==> config.mk <==
export PLATFORM = sky130hd
export DESIGN_NAME = xbar_top
export DESIGN_NICKNAME = d
export VERILOG_FILES = /design/src/logic/tl_pkg.sv /design/src/logic/pma_decode.sv /design/src/logic/rr_arbiter.sv /design/src/logic/xbar_ctrl.sv /design/src/logic/xbar_dp.sv /design/src/logic/xbar_top.sv
export SDC_FILE = /design/constraint.sdc
export NUM_CORES = 1
export LEC_CHECK = 0
export BUFFER_PORTS_ARGS = -buffer_cell sky130_fd_sc_hd__buf_2
export CELL_PAD_IN_SITES_DETAIL_PLACEMENT = 2
export CELL_PAD_IN_SITES_GLOBAL_PLACEMENT = 2
export CORE_AREA = 2 2 638 640
export DETAILED_ROUTE_END_ITERATION = 7
export DIE_AREA = 0 0 640 642
export GPL_TIMING_DRIVEN = 0
export PLACE_DENSITY_LB_ADDON = 0.1
export SYNTH_ARGS = -nofsm -noshare
export SYNTH_HDL_FRONTEND = slang
export SYNTH_SLANG_ARGS = --single-unit
==> constraint.sdc <==
create_clock -name clk -period 4.7 [get_ports clk]
set_clock_uncertainty 0.15 [all_clocks]
set_input_delay 0.705 -clock clk [delete_from_list [all_inputs] [get_ports clk]]
set_output_delay 0.705 -clock clk [all_outputs]
set_load 0.01 [all_outputs]
==> src/logic/tl_pkg.sv <==
package tl_pkg;

    // Crossbar geometry.
    localparam int n_masters = 4;
    localparam int n_slaves = 8;
    localparam int mst_w = $clog2(n_masters);
    localparam int sel_w = $clog2(n_slaves);

    // Bus widths.
    localparam int addr_w = 32;
    localparam int data_w = 32;
    localparam int mask_w = data_w / 8;
    localparam int src_w = 4;
    localparam int sink_w = 3;

    // Address map, one 4 KiB region per slave.
    localparam logic [addr_w-1:0] region_base = 32'h1000_0000;
    localparam int region_bits = 12;

    // Channel A opcodes.
    localparam logic [2:0] op_put_full = 3'd0;
    localparam logic [2:0] op_get = 3'd4;

    // Channel D opcodes.
    localparam logic [2:0] op_access_ack = 3'd0;
    localparam logic [2:0] op_access_ack_data = 3'd1;

    typedef struct packed {
        logic [2:0] opcode;
        logic [2:0] param;
        logic [2:0] size;
        logic [src_w-1:0] source;
        logic [addr_w-1:0] address;
        logic [mask_w-1:0] mask;
        logic [data_w-1:0] data;
        logic corrupt;
        logic valid;
    } tl_a_t;

    typedef struct packed {
        logic [2:0] opcode;
        logic [1:0] param;
        logic [2:0] size;
        logic [src_w-1:0] source;
        logic [sink_w-1:0] sink;
        logic denied;
        logic [data_w-1:0] data;
        logic corrupt;
        logic valid;
    } tl_d_t;

endpackage

==> src/logic/pma_decode.sv <==
module pma_decode
    import tl_pkg::*;
(
    input  logic [addr_w-1:0] address,
    output logic [sel_w-1:0] chip_sel,
    output logic [addr_w-1:0] chip_addr,
    output logic fault
);

    logic [addr_w-1:0] offset;
    logic [addr_w-region_bits-1:0] region_idx;
    logic below_base;
    logic past_end;

    // Offset into the mapped window.
    assign offset = address - region_base;
    assign region_idx = offset[addr_w-1:region_bits];

    // Wraps on underflow, so the base check is separate.
    assign below_base = address < region_base;
    assign past_end = region_idx >= (addr_w - region_bits)'(n_slaves);
    assign fault = below_base | past_end;

    assign chip_sel = region_idx[sel_w-1:0];

    // Slave sees only its region offset.
    assign chip_addr = {{(addr_w - region_bits){1'b0}}, offset[region_bits-1:0]};

endmodule

==> src/logic/rr_arbiter.sv <==
module rr_arbiter
    import tl_pkg::*;
(
    input  logic clk,
    input  logic rst_n,
    input  logic [n_masters-1:0] request,
    output logic [n_masters-1:0] grant
);

    logic [mst_w-1:0] ptr;
    logic [mst_w-1:0] idx;
    logic [mst_w-1:0] winner;
    logic found;

    // First requester at or after the pointer, wrapping around.
    always_comb begin
        grant = '0;
        winner = ptr;
        found = 1'b0;
        idx = ptr;
        for (int k = 0; k < n_masters; k++) begin
            idx = ptr + mst_w'(k);
            if (!found && request[idx]) begin
                grant[idx] = 1'b1;
                winner = idx;
                found = 1'b1;
            end
        end
    end

    // Winner drops to lowest priority.
    always_ff @(posedge clk or negedge rst_n) begin
        if (!rst_n) begin
            ptr <= '0;
        end else if (found) begin
            ptr <= winner + 1'b1;
        end
    end

    grant_onehot: assert property (
        @(posedge clk) disable iff (!rst_n)
        $onehot0(grant)
    );

endmodule

==> src/logic/xbar_ctrl.sv <==
module xbar_ctrl
    import tl_pkg::*;
(
    input  logic clk,
    input  logic rst_n,
    input  logic [n_masters-1:0] req,
    input  logic d_fire,
    output logic set_owner,
    output logic clr_owner
);

    typedef enum logic {
        st_idle,
        st_owned
    } state_t;

    state_t state;

    // Arbitrate as soon as anyone asks on an idle bus.
    assign set_owner = (state == st_idle) && (|req);

    always_ff @(posedge clk or negedge rst_n) begin
        if (!rst_n) begin
            state <= st_idle;
            clr_owner <= 1'b0;
        end else begin
            // Release one edge after the response handshake.
            clr_owner <= (state == st_owned) && d_fire;
            case (state)
                st_idle: begin
                    if (set_owner) begin
                        state <= st_owned;
                    end
                end
                st_owned: begin
                    if (clr_owner) begin
                        state <= st_idle;
                    end
                end
                default: begin
                    state <= st_idle;
                end
            endcase
        end
    end

    owner_pulses_exclusive: assert property (
        @(posedge clk) disable iff (!rst_n)
        !(set_owner && clr_owner)
    );

    // A response only completes while someone owns the bus.
    fire_only_owned: assert property (
        @(posedge clk) disable iff (!rst_n)
        d_fire |-> state == st_owned
    );

endmodule

==> src/logic/xbar_dp.sv <==
module xbar_dp
    import tl_pkg::*;
(
    input  logic clk,
    input  logic rst_n,
    input  logic set_owner,
    input  logic clr_owner,
    input  logic [n_masters-1:0] abt_grant,
    input  logic [sel_w-1:0] chip_sel,
    input  logic [addr_w-1:0] chip_addr,
    input  logic fault,
    output logic [addr_w-1:0] owner_addr,
    output logic d_fire,
    output logic [n_masters-1:0] req,
    input  tl_a_t m_a [n_masters],
    output logic [n_masters-1:0] m_a_ready,
    output tl_d_t m_d [n_masters],
    input  logic [n_masters-1:0] m_d_ready,
    output tl_a_t s_a [n_slaves],
    input  logic [n_slaves-1:0] s_a_ready,
    input  tl_d_t s_d [n_slaves],
    output logic [n_slaves-1:0] s_d_ready,
    output logic [n_masters-1:0] grant
);

    logic [n_masters-1:0] owner_bitmap;
    logic owner_valid;
    logic [n_masters-1:0] m_hit;
    logic [n_slaves-1:0] a_hit;
    logic [n_slaves-1:0] d_hit;
    logic [n_slaves-1:0] s_valid;
    logic a_taken;
    logic a_live;
    logic a_fire;
    logic own_a_ready;
    logic own_d_ready;
    logic [sel_w-1:0] sel_q;
    logic [sel_w-1:0] d_sel;
    logic fault_q;
    logic d_fault;
    logic flt_valid;
    logic flt_get;
    logic [2:0] flt_size;
    logic [src_w-1:0] flt_source;
    tl_a_t own_a;
    tl_a_t fwd_a;
    tl_d_t slv_d;
    tl_d_t flt_d;
    tl_d_t own_d;

    assign grant = owner_bitmap;
    assign m_hit = owner_valid ? owner_bitmap : '0;

    // Owner's A beat onto the shared bus.
    always_comb begin
        own_a = '0;
        for (int i = 0; i < n_masters; i++) begin
            own_a = own_a | (m_a[i] & {$bits(tl_a_t){m_hit[i]}});
            req[i] = m_a[i].valid;
        end
    end

    assign owner_addr = own_a.address;
    assign own_d_ready = |(m_d_ready & m_hit);

    // One request per ownership.
    assign a_live = own_a.valid & ~a_taken;

    // Hold the route once the request is gone from the A bus.
    assign d_sel = a_taken ? sel_q : chip_sel;
    assign d_fault = a_taken ? fault_q : fault;

    always_comb begin
        for (int j = 0; j < n_slaves; j++) begin
            a_hit[j] = owner_valid & ~fault & (chip_sel == sel_w'(j));
            d_hit[j] = owner_valid & ~d_fault & (d_sel == sel_w'(j));
        end
    end

    always_comb begin
        fwd_a = own_a;
        fwd_a.address = chip_addr;
        fwd_a.valid = a_live;
    end

    for (genvar j = 0; j < n_slaves; j++) begin : g_slave
        assign s_a[j] = tl_a_t'(fwd_a & {$bits(tl_a_t){a_hit[j]}});
        assign s_valid[j] = s_a[j].valid;
    end

    // Faulting beats are swallowed by the responder right away.
    assign own_a_ready = ~a_taken & (fault | (|(s_a_ready & a_hit)));
    assign m_a_ready = m_hit & {n_masters{own_a_ready}};
    assign a_fire = a_live & own_a_ready;

    always_comb begin
        slv_d = '0;
        for (int j = 0; j < n_slaves; j++) begin
            slv_d = slv_d | (s_d[j] & {$bits(tl_d_t){d_hit[j]}});
        end
    end

    // Denied response, zero data for a Get.
    always_comb begin
        flt_d = '0;
        flt_d.opcode = flt_get ? op_access_ack_data : op_access_ack;
        flt_d.size = flt_size;
        flt_d.source = flt_source;
        flt_d.denied = 1'b1;
        flt_d.valid = flt_valid;
    end

    assign own_d = d_fault ? flt_d : slv_d;
    assign d_fire = own_d.valid & own_d_ready;
    assign s_d_ready = d_hit & {n_slaves{own_d_ready}};

    for (genvar i = 0; i < n_masters; i++) begin : g_master
        assign m_d[i] = tl_d_t'(own_d & {$bits(tl_d_t){m_hit[i]}});
    end

    always_ff @(posedge clk or negedge rst_n) begin
        if (!rst_n) begin
            owner_bitmap <= '0;
            owner_valid <= 1'b0;
            a_taken <= 1'b0;
            flt_valid <= 1'b0;
        end else begin
            if (set_owner) begin
                owner_bitmap <= abt_grant;
                owner_valid <= 1'b1;
            end else if (clr_owner) begin
                owner_bitmap <= '0;
                owner_valid <= 1'b0;
            end
            if (set_owner) begin
                a_taken <= 1'b0;
            end else if (a_fire) begin
                a_taken <= 1'b1;
            end
            if (a_fire && fault) begin
                flt_valid <= 1'b1;
            end else if (d_fire) begin
                flt_valid <= 1'b0;
            end
        end
    end

    always_ff @(posedge clk) begin
        if (a_fire) begin
            sel_q <= chip_sel;
            fault_q <= fault;
            flt_get <= own_a.opcode == op_get;
            flt_size <= own_a.size;
            flt_source <= own_a.source;
        end
    end

    no_beat_unowned: assert property (
        @(posedge clk) disable iff (!rst_n)
        !owner_valid |-> s_valid == '0
    );

    // Arbiter grant must name exactly one owner.
    single_owner: assert property (
        @(posedge clk) disable iff (!rst_n)
        owner_valid |-> $onehot(owner_bitmap)
    );

endmodule

==> src/logic/xbar_top.sv <==
module xbar_top
    import tl_pkg::*;
(
    input  logic clk,
    input  logic rst_n,
    input  tl_a_t m_a [n_masters],
    output logic [n_masters-1:0] m_a_ready,
    output tl_d_t m_d [n_masters],
    input  logic [n_masters-1:0] m_d_ready,
    output tl_a_t s_a [n_slaves],
    input  logic [n_slaves-1:0] s_a_ready,
    input  tl_d_t s_d [n_slaves],
    output logic [n_slaves-1:0] s_d_ready,
    output logic [n_masters-1:0] grant
);

    logic [n_masters-1:0] req;
    logic [n_masters-1:0] abt_request;
    logic [n_masters-1:0] abt_grant;
    logic set_owner;
    logic clr_owner;
    logic d_fire;
    logic [addr_w-1:0] owner_addr;
    logic [sel_w-1:0] chip_sel;
    logic [addr_w-1:0] chip_addr;
    logic fault;

    // Arbiter only sees requests during the ownership pulse.
    assign abt_request = set_owner ? req : '0;

    xbar_ctrl u_ctrl (
        .clk       (clk),
        .rst_n     (rst_n),
        .req       (req),
        .d_fire    (d_fire),
        .set_owner (set_owner),
        .clr_owner (clr_owner)
    );

    rr_arbiter u_arbiter (
        .clk     (clk),
        .rst_n   (rst_n),
        .request (abt_request),
        .grant   (abt_grant)
    );

    pma_decode u_pma (
        .address   (owner_addr),
        .chip_sel  (chip_sel),
        .chip_addr (chip_addr),
        .fault     (fault)
    );

    xbar_dp u_dp (
        .clk        (clk),
        .rst_n      (rst_n),
        .set_owner  (set_owner),
        .clr_owner  (clr_owner),
        .abt_grant  (abt_grant),
        .chip_sel   (chip_sel),
        .chip_addr  (chip_addr),
        .fault      (fault),
        .owner_addr (owner_addr),
        .d_fire     (d_fire),
        .req        (req),
        .m_a        (m_a),
        .m_a_ready  (m_a_ready),
        .m_d        (m_d),
        .m_d_ready  (m_d_ready),
        .s_a        (s_a),
        .s_a_ready  (s_a_ready),
        .s_d        (s_d),
        .s_d_ready  (s_d_ready),
        .grant      (grant)
    );

endmodule

==> impl_metrics.json <==
{
  "tritoncts": "built",
  "mapped_avg_cell_area_um2": 5.872,
  "rows": 234,
  "chipHeight_um": 642,
  "synth_seq_cells": 23,
  "mappedNetlistArea_mm2": 0.01071,
  "maximum_number_of_pins_on_one_net_before_global_route_repair": 15,
  "cts.sinks": 23,
  "postSynth.asyncResetShare_pct": 47.83,
  "place.gp.congestion": 0.7726,
  "grt_pass1_vias": 23370,
  "detail_route.vias_per_cell": 2.428,
  "p_leak_nw": 12.72,
  "global_route.overflow_total": 0,
  "post_synth_inst_count": 1824,
  "cts_h_tree_lvls": 1,
  "cts_root_buf": "clkbuf_16",
  "timing_worst_setup_path_type": "in2out",
  "clkTransAtPathRegs_ns": 0.08,
  "ant_nets": 0,
  "initialDrtViolationCount": 872,
  "count_of_distinct_cell_types_in_the_synthesized_netlist": 66,
  "placement.io_buffers": 1465,
  "grt_use_total_pct": 12.14,
  "fin_nets": 4326,
  "worstSetupEndpointType": "primary output",
  "setup_tns_ns": 0,
  "die-area_mm2": 0.4109,
  "grt_antenna_before_repair": 211,
  "report.final.hold_viol_count": 0,
  "wire_per_inst_um": 28.87,
  "type_of_origin_of_the_critical_path": "input pin",
  "run_status": "completed",
  "ios": 1626,
  "max_slew_violation_total_from_the_final_report": 0,
  "netlist_top_cells_area": "nor2_1, buf_4, a221oi_1",
  "placement.cell_area_mm2": 0.02702,
  "cap_viol_max_count": 0,
  "report.power.total_mw": 1.135,
  "timing.final.crit_period_ns": 4.593,
  "grt_pass1_wl_um": 315500,
  "drive_above_1_share_pct": 58.26,
  "n_fill_cell": 48600,
  "core_region_area_mm2": 0.4043,
  "finalWirelength_um": 261100,
  "timing_worst_slew_pin_value_ns": 1.165,
  "powerDensity_mw_per_mm2": 39.07,
  "ys.warnings.count": 0,
  "placed_cells": 8947,
  "cts_inserted_buffers": 3,
  "post-place-ws_ns": -2.579,
  "setup_viol": 0,
  "clock_tree.buffer_depth": 2,
  "grt_setup_unrepaired": "no",
  "r2r.worst_path.cells": 8,
  "dr.pass1.iters": 6,
  "cp_max_fo": 8,
  "place_hpwl_um": 236000,
  "synth.yosys.seq_area_share_pct": 5.935,
  "final_cell_count_no_fill": 9044,
  "floorplan.die.width_um": 640,
  "required_ns": 3.85,
  "netlist.area_leader.share_pct": 22.68,
  "worst_vdd_ir_mv": 0.1292,
  "floorplan.initialDensity_pct": 2.649,
  "post-route-cell-area_mm2": 0.02905,
  "area_growth_syn_to_layout_pct": 171.3,
  "synth_enable_flop_cells": 12,
  "headroom_to_the_max_slew_limit_pct": 22.33,
  "yosys_most_used_dff": "edfxtp_1",
  "hp-class": "in2async",
  "vias": 21960,
  "max_clock_freq_mhz": 217.7,
  "post_route_drc_violation_count": 0,
  "clk_latency_worst_skew_pair_ns": 0.28,
  "min_period_over_period_pct": 97.72,
  "yosys_top_cell_by_area": "nor2_1",
  "crit_arrival_ns": 3.74,
  "final.setup.worst_slack_ns": 0.1073
}
## layout by cell type (no fill, tap or decap), drive strengths merged, types with 4 or more instances in the layout
cell type	instances
a22o	81
a21o	4
conb	160
or4	4
o21ai	55
a211oi	9
mux2	10
nand2	67
buf	1784
diode	44
o22ai	19
and3	11
a221oi	82
a22oi	32
nand4	4
nor3b	4
o2111ai	6
a31oi	14
nor3	45
nand3	82
nor4	13
inv	22
nor2	647
a222oi	13
a211o	6
and2	58
dfrtp	11
clkbuf	131
a21oi	61
ha	7
edfxtp	12
a221o	12
mux2i	56
o221ai	12
## worst paths after layout
kind	slack, ns	to	from
max	0.11	m_d[192]	m_a[148]
min	0.19	u_dp.grant[3]	rst_n
max reg2reg	1.05	u_dp.flt_source[0]	u_dp.owner_valid
min reg2reg	0.35	u_dp.owner_valid	u_ctrl.clr_owner
max in group asynchronous	3.89	u_dp.grant[1]	rst_n
min in group clk	0.35	u_dp.owner_valid	u_ctrl.clr_owner
## critical path: stages
cell and delay (ns):
buf_2 0.10, or4_4 0.55, o21a_4 0.25, or4_4 0.53, buf_4 0.16, o31a_4 0.43, a221oi_1 0.34, a22oi_2 0.18
buf_8 0.19, nor2_1 0.09, buf_2 0.19
## routing by layer
layer | routed length [um] | vias up | track usage, % | part of all wire [%]
met2 | 154200 | 1137 | 26.30 | 59
met5 | 398 | - | 0 | 0.15
met4 | 4173 | 60 | 0.9346 | 1.6
li1 | - | 9731 | - | -
met1 | 87770 | 10710 | 11.72 | 34
met3 | 14530 | 328 | 2.505 | 5.6
## what timing repair did
| action | 4_1_cts | 5_1_grt |
|---|---|---|
| cloned | 1 | 0 |
| buffers inserted | 56 | 1 |
| gates resized for setup | 323 | 20 |
| endpoints found under the setup margin | 725 | 163 |
| hold buffers | 0 | 0 |
| pin swaps | 23 | 4 |
## Yosys cell counts, types with 20 or more instances
library cell,instances
nor3_1,45
buf_4,161
o21ai_0,54
a22oi_1,32
mux2i_1,56
nand3_1,74
inv_1,20
a22o_1,81
nand2_1,66
a221oi_1,82
and2_1,57
clkbuf_1,136
nor2_1,647
a21oi_1,61
## cells by family after synthesis
| logic type | share of synthesized area, % |
|---|---|
| and+or+nand+nor | 37.70 |
| AOI/OAI and AO/OA | 30.68 |
| buffers and inverters | 18.10 |
| muxes | 6.495 |
| DFF | 5.935 |
| adders and majority gates | 0.8177 |
| xor gates and xnor gates | 0.2454 |
| other | 0.03501 |
## report_power, final
part           internal [mW]  total [mW]  switching (mW)
logic                  0.346       0.707           0.361
clock network          0.117       0.218           0.101
registers              0.210       0.210               0
total                  0.673        1.14           0.462
## through the flow
stage | hold slack [ns] | utilization (%)
global placement | 0.3346 | 6.290
global route | 0.2173 | 7.170
floorplan | 0.2594 | -
detailed placement | 0.3334 | 6.684
CTS | 0.2071 | 7.144
finish | 0.1945 | 7.185
## flip-flops by register name, indices dropped and copies added (netlist names)
register	cells
u_dp.flt_source	4
u_dp.grant	4
u_dp.flt_size	3
u_dp.sel_q	3
u_arbiter.ptr	2
u_ctrl.clr_owner	1
u_ctrl.state	1
u_dp.a_taken	1
u_dp.fault_q	1
u_dp.flt_get	1
u_dp.flt_valid	1
u_dp.owner_valid	1
## layout make-up
class                      instances  area (um^2)  area share [%]
multi-input combinational       1611        10170           35.00
buffer                           318         2193           7.550
sequential                        23        644.4           2.218
timing repair buffer            1594         8980           30.91
inverter                          22        83.83          0.2885
antenna                           44        110.1          0.3790
clock inverter                     1        6.256         0.02153
tap                             5428         6792           23.38
clock buffer                       3        75.07          0.2584
(Power assumes the default switching activity.)
